[src/verilog/timer_pkg.sv]
// Shared definitions for the machine timer
// Bus and register widths, register offsets
// Bus command, width and response codes
// Request, response, write strobe and config structs
// Control word union
package timer_pkg;

    // ----------------------------------------
    // Sizes
    // ----------------------------------------
    localparam int unsigned dmem_awidth      = 32;
    localparam int unsigned dmem_dwidth      = 32;
    // Low address bits decoded by the slave
    localparam int unsigned timer_addr_width = 5;
    localparam int unsigned divider_width    = 10;

    // ----------------------------------------
    // Register offsets
    // ----------------------------------------
    localparam logic [timer_addr_width-1:0] addr_control  = 5'h00;
    localparam logic [timer_addr_width-1:0] addr_divider  = 5'h04;
    localparam logic [timer_addr_width-1:0] addr_mtime_lo = 5'h08;
    localparam logic [timer_addr_width-1:0] addr_mtime_hi = 5'h0C;
    localparam logic [timer_addr_width-1:0] addr_cmp_lo   = 5'h10;
    localparam logic [timer_addr_width-1:0] addr_cmp_hi   = 5'h14;
    // Highest valid offset, anything above answers with error
    localparam logic [timer_addr_width-1:0] addr_last     = addr_cmp_hi;

    // ----------------------------------------
    // Bus codes
    // ----------------------------------------
    typedef enum logic {
        mem_cmd_rd = 1'b0,
        mem_cmd_wr = 1'b1
    } mem_cmd_e;

    typedef enum logic [1:0] {
        mem_width_byte = 2'd0,
        mem_width_half = 2'd1,
        mem_width_word = 2'd2
    } mem_width_e;

    typedef enum logic [1:0] {
        mem_resp_notrdy = 2'd0,
        mem_resp_ok     = 2'd1,
        mem_resp_err    = 2'd2
    } mem_resp_e;

    // ----------------------------------------
    // Structs
    // ----------------------------------------
    // Master side of the data memory port
    typedef struct packed {
        logic                   req;
        mem_cmd_e               cmd;
        mem_width_e             width;
        logic [dmem_awidth-1:0] addr;
        logic [dmem_dwidth-1:0] wdata;
    } bus_req_t;

    // Slave side of the data memory port
    typedef struct packed {
        logic                   req_ack;
        logic [dmem_dwidth-1:0] rdata;
        mem_resp_e              resp;
    } bus_rsp_t;

    // One-hot write strobes plus the word to write
    typedef struct packed {
        logic                   control;
        logic                   divider;
        logic                   mtime_lo;
        logic                   mtime_hi;
        logic                   cmp_lo;
        logic                   cmp_hi;
        logic [dmem_dwidth-1:0] wdata;
    } reg_wr_t;

    // Prescaler settings
    typedef struct packed {
        logic                     en;
        logic [divider_width-1:0] div;
    } timer_cfg_t;

    // Control register layout, bit 1 was the RTC source select
    typedef struct packed {
        logic [dmem_dwidth-3:0] rsvd_hi;
        logic                   rsvd_clksrc;
        logic                   en;
    } ctrl_fields_t;

    // Control word seen as raw data or as fields
    typedef union packed {
        logic [dmem_dwidth-1:0] raw;
        ctrl_fields_t           fields;
    } ctrl_word_u;

endpackage

[src/verilog/timer_bus_slave.sv]
// Data memory slave port of the timer
// Input register, acceptance and request check
// Write strobe decode
// Registered response and read data mux
module timer_bus_slave
    import timer_pkg::*;
(
    input  logic            clk,
    input  logic            rst_n,
    input  bus_req_t        bus_req,
    input  logic [63:0]     mtime,
    input  logic [63:0]     mtimecmp,
    input  timer_cfg_t      cfg,
    output bus_rsp_t        bus_rsp,
    output reg_wr_t         reg_wr
);

    // Input stage
    logic                          req_q;
    bus_req_t                      req_pl;
    logic                          req_ok;

    // Acceptance stage
    logic                          ack_q;
    logic                          acc_q;
    logic                          valid_q;
    mem_cmd_e                      cmd_q;
    logic [timer_addr_width-1:0]   offs_q;
    logic [dmem_dwidth-1:0]        wdata_q;

    // Response stage
    mem_resp_e                     resp_q;
    logic [dmem_dwidth-1:0]        rdata_q;
    logic [dmem_dwidth-1:0]        rd_mux;

    // ----------------------------------------
    // Input register
    // ----------------------------------------
    always_ff @(posedge clk or negedge rst_n) begin
        if (!rst_n) begin
            req_q <= 1'b0;
        end else begin
            req_q <= bus_req.req;
        end
    end

    // Payload, qualified by req_q
    always_ff @(posedge clk) begin
        req_pl <= bus_req;
    end

    // Word access, aligned, inside the register map
    assign req_ok = (req_pl.width == mem_width_word) &&
                    (req_pl.addr[1:0] == 2'b00) &&
                    (req_pl.addr[timer_addr_width-1:0] <= addr_last);

    // ----------------------------------------
    // Acceptance
    // ----------------------------------------
    // Ack is a single pulse, a held request is not taken twice
    always_ff @(posedge clk or negedge rst_n) begin
        if (!rst_n) begin
            ack_q   <= 1'b0;
            acc_q   <= 1'b0;
            valid_q <= 1'b0;
            cmd_q   <= mem_cmd_rd;
            offs_q  <= '0;
        end else begin
            ack_q   <= req_q & ~ack_q;
            acc_q   <= req_q & ~ack_q;
            valid_q <= req_q & ~ack_q & req_ok;
            cmd_q   <= req_pl.cmd;
            offs_q  <= req_pl.addr[timer_addr_width-1:0];
        end
    end

    always_ff @(posedge clk) begin
        wdata_q <= req_pl.wdata;
    end

    // ----------------------------------------
    // Write strobes
    // ----------------------------------------
    always_comb begin
        reg_wr       = '0;
        reg_wr.wdata = wdata_q;
        if (valid_q && (cmd_q == mem_cmd_wr)) begin
            case (offs_q)
                addr_control:  reg_wr.control  = 1'b1;
                addr_divider:  reg_wr.divider  = 1'b1;
                addr_mtime_lo: reg_wr.mtime_lo = 1'b1;
                addr_mtime_hi: reg_wr.mtime_hi = 1'b1;
                addr_cmp_lo:   reg_wr.cmp_lo   = 1'b1;
                addr_cmp_hi:   reg_wr.cmp_hi   = 1'b1;
                default: begin
                end
            endcase
        end
    end

    // ----------------------------------------
    // Read mux and response
    // ----------------------------------------
    always_comb begin
        ctrl_word_u ctrl;
        ctrl           = '0;
        ctrl.fields.en = cfg.en;
        case (offs_q)
            addr_control:  rd_mux = ctrl.raw;
            addr_divider:  rd_mux = dmem_dwidth'(cfg.div);
            addr_mtime_lo: rd_mux = mtime[31:0];
            addr_mtime_hi: rd_mux = mtime[63:32];
            addr_cmp_lo:   rd_mux = mtimecmp[31:0];
            addr_cmp_hi:   rd_mux = mtimecmp[63:32];
            default:       rd_mux = '0;
        endcase
    end

    // Every accepted request gets ok or error, never left hanging
    always_ff @(posedge clk or negedge rst_n) begin
        if (!rst_n) begin
            resp_q  <= mem_resp_notrdy;
            rdata_q <= '0;
        end else if (!acc_q) begin
            resp_q  <= mem_resp_notrdy;
            rdata_q <= '0;
        end else if (!valid_q) begin
            resp_q  <= mem_resp_err;
            rdata_q <= '0;
        end else begin
            resp_q  <= mem_resp_ok;
            // Writes return zero data
            rdata_q <= (cmd_q == mem_cmd_rd) ? rd_mux : '0;
        end
    end

    assign bus_rsp = '{req_ack: ack_q, rdata: rdata_q, resp: resp_q};

endmodule

[src/verilog/timer_prescaler.sv]
// Timer prescaler
// Control enable and divider registers
// Down-counter producing the time tick
module timer_prescaler
    import timer_pkg::*;
(
    input  logic        clk,
    input  logic        rst_n,
    input  reg_wr_t     reg_wr,
    output timer_cfg_t  cfg,
    output logic        tick
);

    logic                       en_q;
    logic [divider_width-1:0]   div_q;
    logic [divider_width-1:0]   cnt;
    ctrl_word_u                 ctrl_wr;

    // Write word seen as control fields
    assign ctrl_wr.raw = reg_wr.wdata;

    // ----------------------------------------
    // Control and divider registers
    // ----------------------------------------
    // Timer runs out of reset
    always_ff @(posedge clk or negedge rst_n) begin
        if (!rst_n) begin
            en_q  <= 1'b1;
            div_q <= '0;
        end else begin
            if (reg_wr.control) begin
                en_q <= ctrl_wr.fields.en;
            end
            if (reg_wr.divider) begin
                div_q <= reg_wr.wdata[divider_width-1:0];
            end
        end
    end

    // ----------------------------------------
    // Down-counter
    // ----------------------------------------
    // One tick every div+1 cycles while enabled
    assign tick = en_q & (cnt == '0);

    always_ff @(posedge clk or negedge rst_n) begin
        if (!rst_n) begin
            cnt <= '0;
        end else if (reg_wr.divider) begin
            // New divider restarts the count at once
            cnt <= reg_wr.wdata[divider_width-1:0];
        end else if (tick) begin
            cnt <= div_q;
        end else if (en_q) begin
            cnt <= cnt - 1'b1;
        end
    end

    assign cfg = '{en: en_q, div: div_q};

endmodule

[src/verilog/timer_mtime.sv]
// 64-bit machine time register
// Split 32-bit increment with registered carry flag
// Low and high word write path
module timer_mtime
    import timer_pkg::*;
(
    input  logic         clk,
    input  logic         rst_n,
    input  reg_wr_t      reg_wr,
    input  logic         tick,
    output logic [63:0]  mtime
);

    logic [63:0]  mtime_q;
    logic [63:0]  mtime_new;
    logic         lo_ones_q;
    logic         upd;

    // ----------------------------------------
    // Next value
    // ----------------------------------------
    // Tick wins over a bus write in the same cycle
    always_comb begin
        mtime_new = mtime_q;
        if (tick) begin
            mtime_new[31:0] = mtime_q[31:0] + 32'd1;
            // Carry taken from the flag, no 64-bit adder
            if (lo_ones_q) begin
                mtime_new[63:32] = mtime_q[63:32] + 32'd1;
            end
        end else if (reg_wr.mtime_lo) begin
            mtime_new[31:0] = reg_wr.wdata;
        end else if (reg_wr.mtime_hi) begin
            mtime_new[63:32] = reg_wr.wdata;
        end
    end

    assign upd = tick | reg_wr.mtime_lo | reg_wr.mtime_hi;

    // ----------------------------------------
    // Register and carry flag
    // ----------------------------------------
    always_ff @(posedge clk or negedge rst_n) begin
        if (!rst_n) begin
            mtime_q   <= '0;
            lo_ones_q <= 1'b0;
        end else if (upd) begin
            mtime_q   <= mtime_new;
            // Low word all ones means next tick carries
            lo_ones_q <= &mtime_new[31:0];
        end
    end

    assign mtime = mtime_q;

endmodule

[src/verilog/timer_compare.sv]
// Timer compare register
// 64-bit compare value with half-word writes
// Sticky level interrupt
module timer_compare
    import timer_pkg::*;
(
    input  logic         clk,
    input  logic         rst_n,
    input  reg_wr_t      reg_wr,
    input  logic [63:0]  mtime,
    output logic [63:0]  mtimecmp,
    output logic         timer_irq
);

    logic [63:0]  cmp_q;
    logic [63:0]  cmp_new;
    logic         cmp_wr;
    logic         cmp_hit;
    logic         irq_q;

    // ----------------------------------------
    // Compare register
    // ----------------------------------------
    assign cmp_wr = reg_wr.cmp_lo | reg_wr.cmp_hi;

    always_comb begin
        cmp_new = cmp_q;
        if (reg_wr.cmp_lo) begin
            cmp_new[31:0] = reg_wr.wdata;
        end
        if (reg_wr.cmp_hi) begin
            cmp_new[63:32] = reg_wr.wdata;
        end
    end

    always_ff @(posedge clk or negedge rst_n) begin
        if (!rst_n) begin
            cmp_q <= '0;
        end else if (cmp_wr) begin
            cmp_q <= cmp_new;
        end
    end

    // ----------------------------------------
    // Interrupt
    // ----------------------------------------
    // Compare against the value being written, if any
    assign cmp_hit = (mtime >= (cmp_wr ? cmp_new : cmp_q));

    // Set on a hit, cleared only by a compare write
    always_ff @(posedge clk or negedge rst_n) begin
        if (!rst_n) begin
            irq_q <= 1'b0;
        end else if (!irq_q || cmp_wr) begin
            irq_q <= cmp_hit;
        end
    end

    assign mtimecmp  = cmp_q;
    assign timer_irq = irq_q;

endmodule

[src/verilog/timer_top.sv]
// Machine timer top level
// Bus slave, prescaler, time register and compare block
module timer_top
    import timer_pkg::*;
(
    input  logic         clk,
    input  logic         rst_n,
    input  bus_req_t     bus_req,
    output bus_rsp_t     bus_rsp,
    output logic [63:0]  timer_val,
    output logic         timer_irq
);

    // Write strobes to all register blocks
    reg_wr_t      reg_wr;
    timer_cfg_t   cfg;
    logic         tick;
    logic [63:0]  mtime;
    logic [63:0]  mtimecmp;

    // ----------------------------------------
    // Bus front end
    // ----------------------------------------
    timer_bus_slave u_bus_slave (
        .clk      (clk),
        .rst_n    (rst_n),
        .bus_req  (bus_req),
        .mtime    (mtime),
        .mtimecmp (mtimecmp),
        .cfg      (cfg),
        .bus_rsp  (bus_rsp),
        .reg_wr   (reg_wr)
    );

    // ----------------------------------------
    // Time base
    // ----------------------------------------
    timer_prescaler u_prescaler (
        .clk    (clk),
        .rst_n  (rst_n),
        .reg_wr (reg_wr),
        .cfg    (cfg),
        .tick   (tick)
    );

    timer_mtime u_mtime (
        .clk    (clk),
        .rst_n  (rst_n),
        .reg_wr (reg_wr),
        .tick   (tick),
        .mtime  (mtime)
    );

    // Compare and interrupt
    timer_compare u_compare (
        .clk       (clk),
        .rst_n     (rst_n),
        .reg_wr    (reg_wr),
        .mtime     (mtime),
        .mtimecmp  (mtimecmp),
        .timer_irq (timer_irq)
    );

    assign timer_val = mtime;

endmodule

[config.mk]
export PLATFORM = sky130hd
export DESIGN_NAME = timer_top
export DESIGN_NICKNAME = d
export VERILOG_FILES = /design/src/verilog/timer_pkg.sv /design/src/verilog/timer_bus_slave.sv /design/src/verilog/timer_prescaler.sv /design/src/verilog/timer_mtime.sv /design/src/verilog/timer_compare.sv /design/src/verilog/timer_top.sv
export SDC_FILE = /design/constraint.sdc
export NUM_CORES = 1
export LEC_CHECK = 0
export BUFFER_PORTS_ARGS = -buffer_cell sky130_fd_sc_hd__buf_2
export CAP_MARGIN = 10
export CORE_ASPECT_RATIO = 0.8
export CORE_UTILIZATION = 25
export CTS_BUF_LIST = sky130_fd_sc_hd__clkbuf_16
export DETAILED_ROUTE_END_ITERATION = 6
export PLACE_DENSITY = 0.45
export RECOVER_POWER = 50
export SYNTH_ARGS = -nofsm -noshare
export SYNTH_HDL_FRONTEND = slang
export SYNTH_SLANG_ARGS = --single-unit
[constraint.sdc]
create_clock -name clk -period 4.9 [get_ports clk]
set_clock_uncertainty 0.1 [all_clocks]
set_input_delay 0.245 -clock clk [delete_from_list [all_inputs] [get_ports clk]]
set_output_delay 0.245 -clock clk [all_outputs]
set_load 0.02 [all_outputs]
==> flow_metrics.env <==
export IMPL_start_kind="flop"
export IMPL_drtIter0Drc=703
export IMPL_p_switching_mw=1.48
export IMPL_p_sw_share_pct=25.6
export IMPL_clkPwrFrac_pct=50.0
export IMPL_dominantRegCellSynth="dfrtp_1"
export IMPL_synth_area_leaders="dfrtp_1 38%, dfxtp_1 11%, ha_1 6.6%"
export IMPL_async_flop_share_pct=72.9
export IMPL_p_int_mw=4.32
export IMPL_overflow=0
export IMPL_start_util_pct=25.5
export IMPL_tritoncts="built"
export IMPL_peakVddDrop_v=0.000235
export IMPL_maxCapViolations=2
export IMPL_synth_top_area_share_pct=37.9
export IMPL_avgViaCountPerCell=4.93
export IMPL_tightestPinTransition_ps=2510
export IMPL_clkTransAtPathRegs_ps=60
export IMPL_gp_congestion=0.812
export IMPL_io_buffers=142
export IMPL_place_ws_ps=464
export IMPL_area_growth_pct=23.9
export IMPL_cts_num_sinks=266
export IMPL_crit_path_start="u_bus_slave.offs_q[1]"
export IMPL_outcome="finished with violations"
export IMPL_finalSetupTns_ps=0
export IMPL_worstPathRequired_ps=5220
export IMPL_cp_arrival_ps=4580
export IMPL_leakagePower_nw=7.24
export IMPL_slew_headroom_pct=-67.2
export IMPL_grt_pass1_vias=10600
export IMPL_cp_endpoint="u_compare.timer_irq"
export IMPL_fin_nets=1578
export IMPL_die_area_mm2=0.0519
export IMPL_r2r_end="u_compare.timer_irq"
export IMPL_setup_viol=0
export IMPL_fmax_ghz=0.235
export IMPL_num_antenna_cells=0
export IMPL_wl_per_cell_um=20.2
export IMPL_antenna_found_initial=3
export IMPL_crit_type="flop to flop"
export IMPL_clockRootBuffer="clkbuf_16"
export IMPL_finalHoldViolations=0
export IMPL_cts_htree_levels=2
export IMPL_hold_class="flop to flop"
export IMPL_min_period_over_period_pct=86.9
export IMPL_drtPass1Iterations=5
export IMPL_ys_ff_latch=266
export IMPL_synth_area_mm2=0.0127
export IMPL_grt_pass1_wl_mm=66.3
export IMPL_seqPwrFrac_pct=41.5
export IMPL_yosys_area_top_type="dfrtp_1"
export IMPL_worstSkewPairLatency_ps=550
export IMPL_cellPowerDensity_mw_per_mm2=368
export IMPL_rsz0062_at_grt="no"
export IMPL_final_layout_size_suffix_gt1_share_pct=13.4
export IMPL_synth_cells=1263
export IMPL_yosys_warnings=0
export IMPL_ys_types=74
export IMPL_end_kind="flop"
export IMPL_avgSynthCellArea_um2=10.1
export IMPL_antenna_left=0
export IMPL_violations="max-capacitance violations, max-slew violations"
export IMPL_grt_max_degree=106
export IMPL_reg2reg_from="u_bus_slave.offs_q[1]"
export IMPL_rows=73
export IMPL_synth_edff_count=0
export IMPL_hpwl_mm=30.2
export IMPL_rrSetupSlack_ps=640
export IMPL_die_w_um=254
export IMPL_timing_final_ws_setup_ps=644
export IMPL_period_needed_ps=4260
export IMPL_drc=0
export IMPL_core_area_mm2=0.0500
export IMPL_cts_buffers=35
export IMPL_syn_num_nets=1400
export IMPL_p_comb_share_pct=8.6
export IMPL_num_vias=10600
export IMPL_drt_total_wl_mm=43.2
export IMPL_crit_fanout=7
export IMPL_track_usage_pct=16.9
export IMPL_synth_seq_area_share_pct=49.4
export IMPL_drv_slew=197
export IMPL_rr_worst_depth=13
export IMPL_ioPinCount=170
export IMPL_die_y_um=204
export IMPL_cts_buffer_depth=3
export IMPL_post_cts_setup_buffers=0
[state kept, by name, summed over array words and instances (netlist names)]
register	flops
u_prescaler.en_q	1
u_prescaler.div_q	10
u_mtime.lo_ones_q	1
u_bus_slave.rdata_q	32
u_bus_slave.ack_q	1
u_compare.timer_irq	1
u_prescaler.cnt	10
u_bus_slave.req_q	1
u_bus_slave.cmd_q	1
u_mtime.mtime	64
u_bus_slave.offs_q	5
u_bus_slave.req_pl	40
u_bus_slave.valid_q	1
u_bus_slave.wdata_q	32
u_compare.mtimecmp	64
u_bus_slave.resp_q	2
[metal layers]
layer | global-route usage (%) | vias to the layer above | share of wire (%)
met1 | 24.7 | 5282 | 49
met4 | 4.30 | 0 | 1.5
met5 | 0 | - | 0
met3 | 3.16 | 50 | 5.5
li1 | - | 4963 | -
met2 | 25.3 | 275 | 44
[cell type report]
type | instances | area (µm²)
fill | 5229 | 34200
sequential | 266 | 6300
multi-input combinational | 856 | 5880
timing repair buffer | 203 | 1170
clock buffer | 37 | 926
tap | 675 | 845
clock inverter | 26 | 358
inverter | 79 | 297
[metrics by stage]
stage	cell area (µm²)	hold slack (ps)	instances	power (mW)	utilization (%)
after floorplan	12700	-151	1263	2.70	-
after global placement	14200	212	2037	2.93	28.4
after detailed placement	14200	212	2037	2.93	28.4
after CTS	15900	188	2142	5.92	31.8
after global routing	15800	213	2142	6.05	31.6
final	15800	210	2142	5.80	31.6
[repair_timing]
item                                    CTS  global route
endpoints found under the hold margin   129             0
hold buffers                             42             0
resized for setup                         0             1
endpoints found under the setup margin    0             1
[cell usage after synthesis (10+ instances only)]
master / number
nor2_1: 106
and4_1: 12
and3_1: 14
mux2i_1: 79
o21ai_0: 49
o221a_2: 10
buf_2: 17
nand4_1: 31
nor3_1: 18
ha_1: 67
a221oi_1: 25
dfxtp_1: 72
nand2_1: 109
inv_1: 79
buf_1: 10
nand3_1: 37
mux2_2: 31
clkbuf_1: 29
a21oi_1: 100
o22ai_1: 17
dfrtp_1: 193
a21o_1: 29
[power groups by stage]
stage	logic (mW)	registers [mW]	clock network, mW
finish	0.496	2.41	2.90
global route	0.561	2.42	3.07
CTS	0.512	2.41	3.00
detailed placement	0.483	2.45	0
global placement	0.480	2.45	0
floorplan	0.279	2.42	0
[how the worst min path moves through the flow]
| stage | to | from | cells after the start | slack, ps |
|---|---|---|---|---|
| detailed placement | u_bus_slave.wdata_q[9] | u_bus_slave.req_pl[9] | 0 | 210 |
| floorplan | u_bus_slave.ack_q | rst_n | 0 | -150 |
| global placement | u_bus_slave.wdata_q[27] | u_bus_slave.req_pl[27] | 0 | 210 |
| finish | u_bus_slave.wdata_q[26] | u_bus_slave.req_pl[26] | 0 | 210 |
| global route | u_bus_slave.wdata_q[26] | u_bus_slave.req_pl[26] | 0 | 210 |
| CTS | u_bus_slave.req_pl[22] | bus_req[22] | 2 | 190 |
[cell usage in the layout, fill, tap and decap left out, types with 37 or more instances in the layout]
| cell type | n |
|---|---|
| buf_2 | 55 |
| dfrtp_1 | 192 |
| mux2i_1 | 79 |
| ha_1 | 67 |
| a21oi_1 | 100 |
| clkbuf_1 | 86 |
| clkbuf_16 | 37 |
| nand2_1 | 109 |
| nor2_1 | 105 |
| dlygate4sd3_1 | 42 |
| dfxtp_1 | 72 |
| o21ai_0 | 49 |
| inv_1 | 84 |
[critical path, stage by stage, from the launching register on]
cell,delay (ps)
dfrtp_1,420
nor3_1,300
nand2_1,190
nor3_4,440
mux2_2,400
ha_1,280
a31oi_1,160
nor2b_1,70
a311oi_1,400
o21ai_0,220
a221oi_1,320
o21ai_0,270
a2111oi_0,430
o21ai_0,140
[kinds of logic (layout without fill, tap and decap cells)]
kind of cell | count (synthesis) | in the layout | synth area share [%]
xor+xnor | 1 | 1 | 0.0688
buf+inv | 141 | 345 | 4.53
compound gates | 297 | 297 | 15.3
mux | 112 | 112 | 9.22
fa+ha+maj | 67 | 67 | 6.58
flops | 266 | 266 | 49.4
simple gates | 379 | 379 | 14.8
No activity file was read; power rests on OpenSTA's default activity.
